[src/cache_pkg.sv]
`default_nettype none

package cache_pkg;

	typedef logic [11:0] addr_t;
	typedef logic [31:0] word_t;
	typedef logic [4:0]  tag_t;
	typedef logic [2:0]  index_t;
	typedef logic [1:0]  offset_t;
	typedef logic [9:0]  mem_addr_t;

	typedef enum logic [1:0] {
		IDLE,
		WRITE,
		MISS_WAIT,
		FILL
	} ctrl_state_t;

	localparam int LINES       = 8;
	localparam int WORDS       = 4;
	localparam int QUEUE_DEPTH = 4;
	localparam int QUEUE_PTR_W = $clog2(QUEUE_DEPTH);
	localparam int MEM_LATENCY = 3;
	localparam int MEM_WORDS   = 1024;

	// address fields: index 11..9, tag 8..4, word 3..2
	function automatic index_t addr_index(input addr_t a);
		return a[11:9];
	endfunction

	function automatic tag_t addr_tag(input addr_t a);
		return a[8:4];
	endfunction

	function automatic offset_t addr_offset(input addr_t a);
		return a[3:2];
	endfunction

	function automatic mem_addr_t addr_word(input addr_t a);
		return a[11:2]; // byte bits dropped
	endfunction

endpackage

`default_nettype wire

[src/cache_ctrl.sv]
`timescale 1ns/1ps
`default_nettype none

module cache_ctrl (
	input  logic                 clk,
	input  logic                 arst_n,
	input  logic                 lk_valid,
	input  logic                 lk_write,
	input  cache_pkg::addr_t     lk_addr,
	input  cache_pkg::word_t     lk_wdata,
	input  logic                 lk_hit,
	input  cache_pkg::word_t     drd_data,
	input  logic                 mem_rvalid,
	input  cache_pkg::word_t     mem_rdata,
	output logic                 lk_take,
	output logic                 upd_en,
	output cache_pkg::index_t    upd_index,
	output cache_pkg::tag_t      upd_tag,
	output cache_pkg::offset_t   upd_offset,
	output logic                 dwr_en,
	output cache_pkg::index_t    dwr_index,
	output cache_pkg::offset_t   dwr_offset,
	output cache_pkg::word_t     dwr_data,
	output logic                 mem_rd,
	output logic                 mem_wr,
	output cache_pkg::mem_addr_t mem_addr,
	output cache_pkg::word_t     mem_wdata,
	output logic                 rsp_valid,
	output cache_pkg::word_t     rsp_data,
	output logic                 rsp_hit
);
	import cache_pkg::*;

	ctrl_state_t state;

	addr_t cur_addr; // item taken from lookup
	word_t cur_data; // write data, hit data or fill data
	logic  hit_rsp;
	logic  cache_upd;

	assign lk_take   = (state == IDLE) && lk_valid;
	assign cache_upd = (state == WRITE) || (state == FILL);

	assign upd_en     = cache_upd;
	assign upd_index  = addr_index(cur_addr);
	assign upd_tag    = addr_tag(cur_addr);
	assign upd_offset = addr_offset(cur_addr);

	assign dwr_en     = cache_upd;
	assign dwr_index  = addr_index(cur_addr);
	assign dwr_offset = addr_offset(cur_addr);
	assign dwr_data   = cur_data;

	assign mem_wr    = (state == WRITE); // write-through
	assign mem_addr  = addr_word(cur_addr);
	assign mem_wdata = cur_data;

	// hit answers from a register, miss answers during FILL
	assign rsp_valid = hit_rsp || (state == FILL);
	assign rsp_data  = cur_data;
	assign rsp_hit   = hit_rsp;

	always_ff @(posedge clk or negedge arst_n) begin
		if (!arst_n) begin
			state   <= IDLE;
			hit_rsp <= 1'b0;
			mem_rd  <= 1'b0;
		end else begin
			hit_rsp <= 1'b0;
			mem_rd  <= 1'b0;
			unique case (state)
				IDLE: begin
					if (lk_valid) begin
						if (lk_write) begin
							state <= WRITE;
						end else if (lk_hit) begin
							hit_rsp <= 1'b1;
						end else begin
							mem_rd <= 1'b1; // single strobe
							state  <= MISS_WAIT;
						end
					end
				end
				WRITE: begin
					state <= IDLE;
				end
				MISS_WAIT: begin
					if (mem_rvalid) begin
						state <= FILL;
					end
				end
				FILL: begin
					state <= IDLE;
				end
				default: begin
					state <= IDLE;
				end
			endcase
		end
	end

	always_ff @(posedge clk) begin
		if (lk_take) begin
			cur_addr <= lk_addr;
			cur_data <= lk_write ? lk_wdata : drd_data;
		end else if ((state == MISS_WAIT) && mem_rvalid) begin
			cur_data <= mem_rdata;
		end
	end

endmodule

`default_nettype wire

[config.mk]
export PLATFORM = sky130hd
export DESIGN_NAME = cache_ctrl
export DESIGN_NICKNAME = d
export VERILOG_FILES = /design/src/cache_pkg.sv /design/src/cache_ctrl.sv
export SDC_FILE = /design/constraint.sdc
export NUM_CORES = 1
export LEC_CHECK = 0
export BUFFER_PORTS_ARGS = -buffer_cell sky130_fd_sc_hd__buf_4
export CORE_AREA = 2 2 94 96
export CTS_CLUSTER_DIAMETER = 120
export CTS_CLUSTER_SIZE = 25
export DETAILED_ROUTE_END_ITERATION = 7
export DIE_AREA = 0 0 96 98
export HOLD_SLACK_MARGIN = 0.12
export PLACE_DENSITY_LB_ADDON = 0.1
export SLEW_MARGIN = 20
export SYNTH_ARGS = -nofsm -noshare
export SYNTH_HDL_FRONTEND = slang
export SYNTH_SLANG_ARGS = --single-unit
export TNS_END_PERCENT = 100
[constraint.sdc]
create_clock -name clk -period 3.32 [get_ports clk]
set_clock_uncertainty 0.1 [all_clocks]
set_input_delay 0.166 -clock clk [delete_from_list [all_inputs] [get_ports clk]]
set_output_delay 0.166 -clock clk [all_outputs]
set_load 0.005 [all_outputs]
---- Word level (Yosys, flattened, before mapping) ----
Cells that the tools add are included.
word-level totals
  bits in writable memories ............... 0
  word-level logic and storage cells ...... 35
  memories ................................ 0
  register bits ........................... 48
  bits of input ports ..................... 114
  output and inout bits ................... 128
  latch bits .............................. 0
  ROM bits ................................ 0
operators by class
  muxes and demuxes ....................... 16
  magnitude comparators ................... 0
  $mul .................................... 0
  div/mod/pow operators ................... 0
  equal/unequal tests ..................... 6
  add/sub/neg operators ................... 0
  shift-type cells ........................ 0
  bitwise logic cells ..................... 0
  reductions and logical operators ........ 8
operators by type and width
  cell                number
  $mux 32             3
  $mux 1              8
  $mux 2              4
  $pmux 2 s3          1
  $eq 2x2->1 const B  2
  $ne 2x2->1 const B  2
  $ne 3x3->1 const B  1
  $reduce_and 3->1    1
  $eq 2x1->1 const B  1
  $logic_and 1x1->1   2
  $logic_not 2->1     1
  $logic_or 1x1->1    2
  $reduce_bool 2->1   1
  $reduce_or 2->1     1

---- Longest topological paths before layout ----
Gate-level depths: netlist of run 1.
  depth after elaboration ................. 4
  depth in mapped cells ................... 4
  mapped depth without buffers ............ 2

---- Least setup slack after synthesis of run 1 ----
OpenSTA, ideal clock, no wires.
  path kind ............................... reg2reg
  from .................................... register state[1]
  to ...................................... register cur_data[0] (netlist: dwr_data[0]), enable pin
  buffers on the path ..................... 0
  library setup time ...................... 0.432 ns
  data required time ...................... 2.788 ns
  stages on the path, launching flop included .. 3
  clock period less this slack ............ 2.731 ns
  arrival time ............................ 2.200 ns
  path slack .............................. 0.589 ns
  cell sequence ........................... dfrtp_1 > nand2b_1 > a21oi_1
on the way
  cells in the longest elaborated chain, start to end .. 3
  elaborated cells on any way between the ends .. 5
  those cells by class .................... eq/ne: 1; reduce/logical: 4
ends and longest elaborated chain
  item                                           RTL line                             source
  start: declaration                             cache_ctrl.sv:34                     ctrl_state_t state;
  start signal: assignment                       cache_ctrl.sv:65                     state <= IDLE;
  start signal: assignment                       cache_ctrl.sv:75                     state <= WRITE;
  start signal: assignment                       cache_ctrl.sv:80                     state <= MISS_WAIT;
  $eq 2x2->1 or $logic_not 2->1 (tied branches)  cache_ctrl.sv:106, cache_ctrl.sv:41
  $logic_and 1x1->1, on equally long branches    cache_ctrl.sv:106, cache_ctrl.sv:41
  $reduce_bool 2->1 (no source line) *           n/a
  end signal: assignment                         cache_ctrl.sv:105                    cur_data <= lk_write ? lk_wdata : drd_data;
  end signal: assignment                         cache_ctrl.sv:107                    cur_data <= mem_rdata;
  end: declaration                               cache_ctrl.sv:37                     word_t cur_data;
Mark *: on every way between the ends. The rest lies on a longest branch, timed or not.
A chain may end at the register's enable or synchronous reset.

---- Final worst setup path of run 1 ----
  from .................................... register state[1]
  to ...................................... register cur_data[2] (netlist: dwr_data[2]), enable pin
Same word-level chain as after synthesis.

==> run metrics, run 1 <==
Post-synth EDFFs=42; core area=8470 sq um; Slew Limit Headroom=58.8%; post-route ant nets=0; detailed-route via count=2,249; vias in the first global route=2,169; first-pass GRT wire length=10,500 um; Non-Filler Instances=529; VDD IR max=0.000300 V; Worst Setup Start Kind=register; delay-heaviest family, CP=compound AO/OA/AOI/OAI gates; Max Slew Vio Count=0; RSZ-0062 raised after global routing=no; Top FF cell, synth=edfxtp_1; Required @ worst endpoint=3.21 ns; clock root buffer=clkbuf_8; Placement Setup Slack=1.31 ns; die extent in y=98 um; Final Setup Violations=0; die width=96 um; Cells after Synth=212; Setup TNS=0 ns; largest net degree at the start of global routing=37; DRC Markers=0; Fin. Hold Viols=0; Syn Nets=326; wire per inst=13.6 um; top-area cell type share of the netlist area=44.2%; Synth area leaders=edfxtp_1 44%, mux2_2 25%, buf_4 21%, dfrtp_1 3.5%, buf_6 2.0%; routed wire length=7180 um; Synth Cell Area=2850 sq um; fmax=502 MHz; port bufs=239; worst-path maximum fanout=18; Data arrival, critical path=1.88 ns; Layout Nets=534; Reg clk slew, reported paths=0.08 ns; worst min path class=in2reg; hold_buf cts=48; Initial Utilization=33.7%; Tot GR Track Use=14.5%; Initial DRC Count=36; Post-CTS Setup Bufs=0; Rows=34; max_cap viols=0; Area Overhead vs Synth=65.6%; Initial DRT Pass Iterations=4; gpl congestion=0.775; Reg2Reg Setup Slack=1.33 ns; total die area=9410 sq um; Seq/Total Area, Yosys=47.7%; GRT overflow=0; leakage power=2.16 nW; CTS tree=yes; final worst slack=1.33 ns; Worst Setup End Kind=register; fillers=729; #FFs+latches synth=46; clock sink count=46; outcome=completed; io pins=242; Longest Clk Path Bufs=2; CP Buf/Inv Count=1; DRT met1 WL=2400 um; CP peak stage delay=0.53 ns; Final Cycle Share=60.0%; H-tree Lvls=2; Critical Setup Path Class=reg2reg; max layer used=met4; post_cts resized=0; Detail Route met2 WL=4150 um; top-count cell post-synth=buf_4; Num CTS Buffers=5; asr flop ratio synth=8.70%; worst skew pair latency=0.29 ns; Slowest cell on crit path=a21oi_4; hpwl dp=5380 um; Distinct cells, synth=18; Placed Cells=473; Yosys warnings=0; Slew @ Worst Pin=0.617 ns; cell chain of the critical path=nand2b_1 -> a21oi_4 -> buf_4; layout cells sized above 1=74.8%; Routed met3 length=531 um; Syn Area/Cell=13.5 sq um; Diodes inserted=0; initial antenna violation count=0; commonest cells in the netlist=81 x buf_4, 64 x mux2_2, 42 x edfxtp_1, 5 x buf_6, 4 x dfrtp_1; WHS=0.195 ns; Avg Vias per Cell=4.25; Synth area leader=edfxtp_1; cell area power density=570 nW/um^2; Final min period=1.99 ns
[cell families after synthesis]
logic type | after synthesis | synth area share (%)
flip-flops | 46 | 47.7
AO/OA/AOI/OAI | 4 | 0.789
AND/OR/NAND/NOR | 8 | 2.33
buffers and inverters | 90 | 23.9
multiplexers | 64 | 25.3
[path summary, 6_finish.rpt]
| kind | from | endpoint | cells past startpoint |
|---|---|---|---|
| worst max-delay path | state[1] | dwr_data[2] | 3 |
| worst min-delay path | drd_data[12] | dwr_data[12] | 3 |
| worst max register to register | state[1] | dwr_data[2] | 3 |
| worst min register to register | state[1] | state[1] | 2 |
| max in group asynchronous | arst_n | state[0] | 3 |
| min in group asynchronous | arst_n | rsp_hit | 3 |
[state kept, by name (all words and copies together) (netlist names)]
register  cells
dwr_data     32
cur_addr     10
state         2
mem_rd        1
rsp_hit       1
[worst register-to-register path: stages, from the launching register on]
cell and delay, ns:
dfrtp_1 0.47, nand2b_1 0.23, a21oi_4 0.53, buf_4 0.36
[routing by layer]
layer  vias to the layer above  track usage (%)
met4                         0             3.74
met3                         7             3.70
met1                      1055             15.4
met2                       110             27.8
li1                       1077                -
met5                         -                0
[cells in the final DEF (no fill, tap or decap), drive strengths merged, types with 3 or more instances in the layout]
cell,count
mux2,64
dlygate4sd3,48
a21oi,3
clkbuf,7
edfxtp,42
dfrtp,4
buf,242
[layout make-up]
| cell class | instances | area (sq um) | area share [%] |
|---|---|---|---|
| Timing Repair Buffer | 290 | 2300 | 48.6 |
| Sequential cell | 46 | 1360 | 28.8 |
| Multi-Input combinational cell | 76 | 821 | 17.4 |
| Tap cell | 108 | 135 | 2.86 |
| Clock buffer | 7 | 76.3 | 1.62 |
| Clock inverter | 1 | 30.0 | 0.636 |
| Inverter | 1 | 3.75 | 0.0794 |
[power by group]
part / internal [mW] / total (mW) / switching, mW
clock: 0.225 / 0.410 / 0.184
sequential: 0.888 / 1.04 / 0.155
combinational: 0.808 / 1.24 / 0.434
[per-stage QoR]
step	instance area [sq um]	power, mW	util (%)
5_1_grt	4720	2.86	55.8
4_1_cts	4720	2.74	55.8
6_report	4720	2.69	55.8
3_5_place_dp	4140	2.28	48.9
3_3_place_gp	4140	2.27	48.9
2_1_floorplan	2850	1.81	-
Power figures use the tool's default switching activity.
==> inputs of run 2 (changes only) <==
- ABC_AREA: default -> 1
- CORE_AREA: 2 2 94 96 -> 2 2 95 97
- DIE_AREA: 0 0 96 98 -> 0 0 97 99
- clock period: 3.32 -> 2.1 ns (I/O delays scaled with it)
==> run metrics, run 2 <==
outcome=completed; hold_buf cts=111 (+130%); gpl congestion=0.725 (-6.4%); core area=8550 sq um (+1.0%); Initial DRC Count=77 (+110%); Synth area leader=edfxtp_1; cell chain of the critical path=nor2_4 -> nand2_4 -> inv_4 -> buf_4; initial antenna violation count=0 (unchanged); wire per inst=13.0 um (-4.4%); R2R depth=3 (unchanged); Layout Nets=732 (+37%); fmax=521 MHz; max_cap viols=0 (unchanged); Reg2Reg Setup Slack=0.43 ns (-0.90 ns); Distinct cells, synth=18 (unchanged); Slew @ Worst Pin=0.663 ns (+0.0461 ns); Slew Limit Headroom=55.7% (-3.0 points); Fin. Hold Viols=0 (unchanged); Synth Area in Adders=0% (unchanged); placed inst area=4160 sq um (+0.42%); total die area=9600 sq um (+2.1%); Rows=34 (unchanged); Area Overhead vs Synth=87.2%; Seq/Total Area, Yosys=47.2% (-0.52 points); main combinational cell family by area after synthesis=simple AND/OR/NAND/NOR gates; Top FF cell, synth=edfxtp_1; most frequent cells in the layout=241 x buf_4, 198 x nand2_1, 111 x dlygate4sd3_1; Worst Setup End Kind=output port; Synth Area in Compound Gates=0.607% (-0.18 points); Setup TNS=0 ns (unchanged); clock root buffer=clkbuf_8; Slowest cell on crit path=dfrtp_1; critical path capture point=lk_take; Initial Utilization=33.7% (about the same); detailed-route via count=3,103 (+38%); first-pass GRT wire length=14,800 um (+42%); Final Cycle Share=91.3%; CTS tree=yes; Cells after Synth=352 (+66%); port bufs=239 (unchanged); Longest Clk Path Bufs=2 (unchanged); post_cts resized=0 (unchanged); Post-CTS Setup Bufs=0 (unchanged); Setup crit start=state[0]; RSZ-0062 raised after global routing=no; vias in the first global route=3,162 (+46%); commonest cells in the netlist=199 x nand2_1, 83 x buf_4, 42 x edfxtp_1, 7 x buf_2, 4 x dfrtp_1; Post-synth EDFFs=42 (unchanged); Num CTS Buffers=5 (unchanged); routed wire length=9430 um (+31%); CP peak stage delay=0.46 ns (-0.07 ns); mux cell area share after synthesis=0% (-25 points); Data arrival, critical path=1.71 ns (-0.17 ns); Avg Vias per Cell=4.27 (+0.40%); Final min period=1.92 ns; Required @ worst endpoint=1.89 ns (-1.32 ns); top-count cell post-synth=nand2_1; WHS=0.277 ns (+0.0818 ns); post-synthesis simple-gate area fraction=27.5% (+25 points); worst min path class=in2reg; Critical Setup Path Class=reg2out; layout cells sized above 1=41.2% (-34 points); asr flop ratio synth=8.70% (unchanged); worst skew pair latency=0.29 ns (about the same); Synth Cell Area=2880 sq um (+1.1%); DRC Markers=0 (unchanged); Tot GR Track Use=18.8% (+4.3 points); leakage power=2.80 nW (+29%); H-tree Lvls=2 (unchanged); post-route ant nets=0 (unchanged); cell area power density=898 nW/um^2 (+57%); largest net degree at the start of global routing=44 (+19%); die extent in y=99 um (+1.0%); Yosys warnings=0 (unchanged); die width=97 um (+1.0%); reg2reg start=state[0]; Syn Nets=466 (+43%); GRT overflow=0 (unchanged); Worst Setup Start Kind=register; max reg flops=32 (unchanged); clock sink count=46 (unchanged); Synth area leaders=edfxtp_1 44%, nand2_1 26%, buf_4 22%, dfrtp_1 3.5%, buf_2 1.2%; design area=5400 sq um (+14%); top-area cell type share of the netlist area=43.7% (-0.48 points); most common cell after layout, fill and taps aside=buf_4; Critical R2R Capture=cur_addr[3]; Final Setup Violations=0 (unchanged); Reg clk slew, reported paths=0.09 ns (about the same); hpwl dp=6130 um (+14%); io pins=242 (unchanged); #FFs+latches synth=46 (unchanged); Syn Area/Cell=8.19 sq um (-39%); Diodes inserted=0 (unchanged); Max Slew Vio Count=0 (unchanged); post-synthesis xor/xnor area fraction=0% (unchanged); worst-path maximum fanout=43 (+25); Initial DRT Pass Iterations=4 (unchanged); VDD IR max=0.000468 V (+56%)
==> run 2: cell count changes after synthesis, moves of 2 or more <==
cell / change
a21oi_1: -2
buf_2: +5
buf_4: +2
buf_6: -2
mux2_2: -64
nand2_1: +198
nor2_1: +2
==> run 2: power by group <==
group | internal [mW] | total [mW] | leakage (nW) | switching [mW]
combinational | 1.40 | 2.34 | 2.28 | 0.948
clock | 0.471 | 0.784 | 0.0658 | 0.312
sequential | 1.45 | 1.72 | 0.455 | 0.270
==> run 2: how the worst min path moves through the flow <==
stage / from / endpoint / slack, ns / depth (start not counted)
after CTS: lk_write / mem_rd / 0.27 / 3
after global placement: arst_n / rsp_hit / -0.20 / 1
after detailed placement: arst_n / rsp_hit / -0.19 / 1
after floorplan: arst_n / mem_rd / -0.29 / 0
after global routing: lk_write / mem_rd / 0.31 / 3
final: lk_write / mem_rd / 0.28 / 3
==> run 2: cell families (layout without fill, tap and decap cells) <==
kind of cell / after synthesis / in the layout
DFF: 46 / 46
AOI/OAI and AO/OA: 3 / 3
buffers and inverters: 98 / 365
and+or+nand+nor: 205 / 205
==> run 2: per-layer routing <==
| layer | vias to the layer above | GRT usage, % | share of wire [%] |
|---|---|---|---|
| li1 | 1538 | - | - |
| met1 | 1408 | 20.5 | 37 |
| met2 | 145 | 36.5 | 54 |
| met3 | 12 | 4.11 | 7.2 |
| met4 | 0 | 5.31 | 1.6 |
| met5 | - | 0 | 0 |
==> run 2: final cells by class <==
cell class / instances / area [sq um]
Clock buffer: 5 / 68.8
Multi-Input combinational cell: 208 / 812
Sequential cell: 46 / 1360
Clock inverter: 3 / 63.8
Tap cell: 108 / 135
Inverter: 4 / 17.5
Fill cell: 699 / 3150
Timing Repair Buffer: 353 / 2940
==> run 2: stage by stage <==
step	util, %	instances	total power [mW]	setup slack [ns]
2_1_floorplan	-	352	3.03	0.0627
5_1_grt	63.1	727	5.14	0.0643
3_3_place_gp	48.6	608	3.89	0.451
6_report	63.1	727	4.85	0.182
4_1_cts	63.1	727	4.89	0.136
3_5_place_dp	48.6	608	3.91	0.420
==> run 2: critical path, delay by kind of cell (launching register included) <==
family	cells	cell delay (ns)
flip-flops	1	0.46
AND/OR/NAND/NOR	2	0.34
buffers and inverters	2	0.61
==> inputs of run 3 (changes only) <==
- CORE_AREA: 2 2 95 97 -> default
- CORE_ASPECT_RATIO: default -> 0.7
- CORE_MARGIN: default -> 2
- CORE_UTILIZATION: default -> 39
- DIE_AREA: 0 0 97 99 -> default
==> run metrics, run 3 (same netlist as run 2, synthesis figures left out) <==
gr busiest metal=met2; Worst Setup End Kind=output port; Slowest cell on crit path=dfrtp_1; final worst slack=0.117 ns (-0.0658 ns); Longest Clk Path Bufs=2 (unchanged); worst-path maximum fanout=43 (unchanged); Cells on Worst Hold Path=2 (-1); Setup TNS=0 ns (unchanged); cell chain of the critical path=nor2_4 -> nand2_4 -> inv_4 -> buf_4; hpwl dp=6000 um (-2.1%); Final Setup Violations=0 (unchanged); WHS=0.181 ns (-0.0955 ns); leakage power=2.77 nW (-0.96%); R2R depth=3 (unchanged); fmax=504 MHz (-3.3%); io pins=242 (unchanged); Hold Path Origin=lk_write; total die area=8110 sq um (-16%); Tot GR Track Use=23.1% (+4.2 points); most frequent cells in the layout=242 x buf_4, 199 x nand2_1, 111 x dlygate4sd3_1; met1 Use GR=25.7% (+5.2 points); initial antenna violation count=0 (unchanged); wire per inst=13.7 um (+5.7%); Initial DRC Count=124 (+61%); core area=7220 sq um (-16%); largest net degree at the start of global routing=44 (unchanged); Post-CTS Setup Bufs=0 (unchanged); Core Util, Final=73.7% (+11 points); Slew Limit Headroom=56.7% (+1.0 points); Area Overhead vs Synth=84.5%; post-route ant nets=0 (unchanged); CTS tree=yes; worst min path class=in2reg; Setup crit start=state[0]; Slew @ Worst Pin=0.648 ns (-0.0152 ns); H-tree Lvls=2 (unchanged); Rows=26 (-24%); design area=5320 sq um (-1.5%); GRT overflow=0 (unchanged); max_cap viols=0 (unchanged); Diodes inserted=0 (unchanged); Worst Setup Start Kind=register; die width=107 um (+10%); Final min period=1.98 ns (+0.0658 ns); die extent in y=75.9 um (-23%); reg2reg start=state[0]; routed wire length=9840 um (+4.3%); Num CTS Buffers=5 (unchanged); first-pass GRT wire length=14,800 um (unchanged); outcome=completed; Critical Setup Path Class=reg2out; most common cell after layout, fill and taps aside=buf_4; met3 usage=4.91% (+0.79 points); worst skew pair latency=0.29 ns (about the same); gpl congestion=0.745 (+2.7%); Placement Setup Slack=0.397 ns (-0.0231 ns); clock sink count=46 (unchanged); clock root buffer=clkbuf_8; Reg clk slew, reported paths=0.09 ns (about the same); Layout Nets=732 (unchanged); DRC Markers=0 (unchanged); CP peak stage delay=0.47 ns (about the same); vias in the first global route=3,084 (-2.5%); layout cells sized above 1=40.9% (-0.32 points); RSZ-0062 raised after global routing=no; Fin. Hold Viols=0 (unchanged); Non-Filler Instances=717 (-1.4%); placed inst area=4130 sq um (-0.66%); cell area power density=863 nW/um^2 (-3.8%); Initial DRT Pass Iterations=4 (unchanged); port bufs=239 (unchanged); Tot Pwr=4.59 mW (-5.2%); Required @ worst endpoint=1.89 ns (about the same); Data arrival, critical path=1.78 ns (+0.07 ns); Placed Cells=598 (-1.6%); Final Cycle Share=94.4% (+3.1 points); met2 Usage GRT=44.1% (+7.5 points); detailed-route via count=3,137 (+1.1%); Initial Utilization=39.9% (+6.2 points); Avg Vias per Cell=4.38 (+2.5%); max reg flops=32 (unchanged); Max Slew Vio Count=0 (unchanged); VDD IR max=0.000450 V (-3.8%)
run 3: worst paths after layout:
check / endpoint / slack, ns
setup reg to reg: cur_addr[7] / 0.36
setup / recovery: lk_take / 0.12
min in group asynchronous: state[1] / 0.63
hold reg to reg: state[0] / 0.60
hold / removal: mem_rd / 0.18
max in group asynchronous: mem_rd / 1.08
run 3: area by class of cell:
cell class	count	area, sq um
clock buffers	6	72.6
inverters	4	17.5
flip-flops and latches	46	1360
fillers	531	1900
repair buffers	353	2930
clock inverters	2	8.76
well taps	98	123
multi-input cells	208	810
run 3: critical path: cells and delay by family, from the launching register on:
kind	cells	cell delay, ns
DFF	1	0.47
buffers and inverters	2	0.62
and+or+nand+nor	2	0.37
run 3: power by group:
| part | internal [mW] | switching (mW) |
|---|---|---|
| clock network | 0.230 | 0.295 |
| logic | 1.38 | 0.960 |
| registers | 1.45 | 0.276 |
run 3: what timing repair did:
item / 4_1_cts / 5_1_grt
resized for setup: 0 / 0
hold buffers: 111 / 0
endpoints found under the hold margin: 50 / 0
run 3: metal layers:
metal	routed length [um]	part of all wire, %	up-vias
met5	0	0	-
met4	98	1.0	0
met3	698	7.1	9
met2	5490	56	139
met1	3550	36	1452
li1	-	-	1537
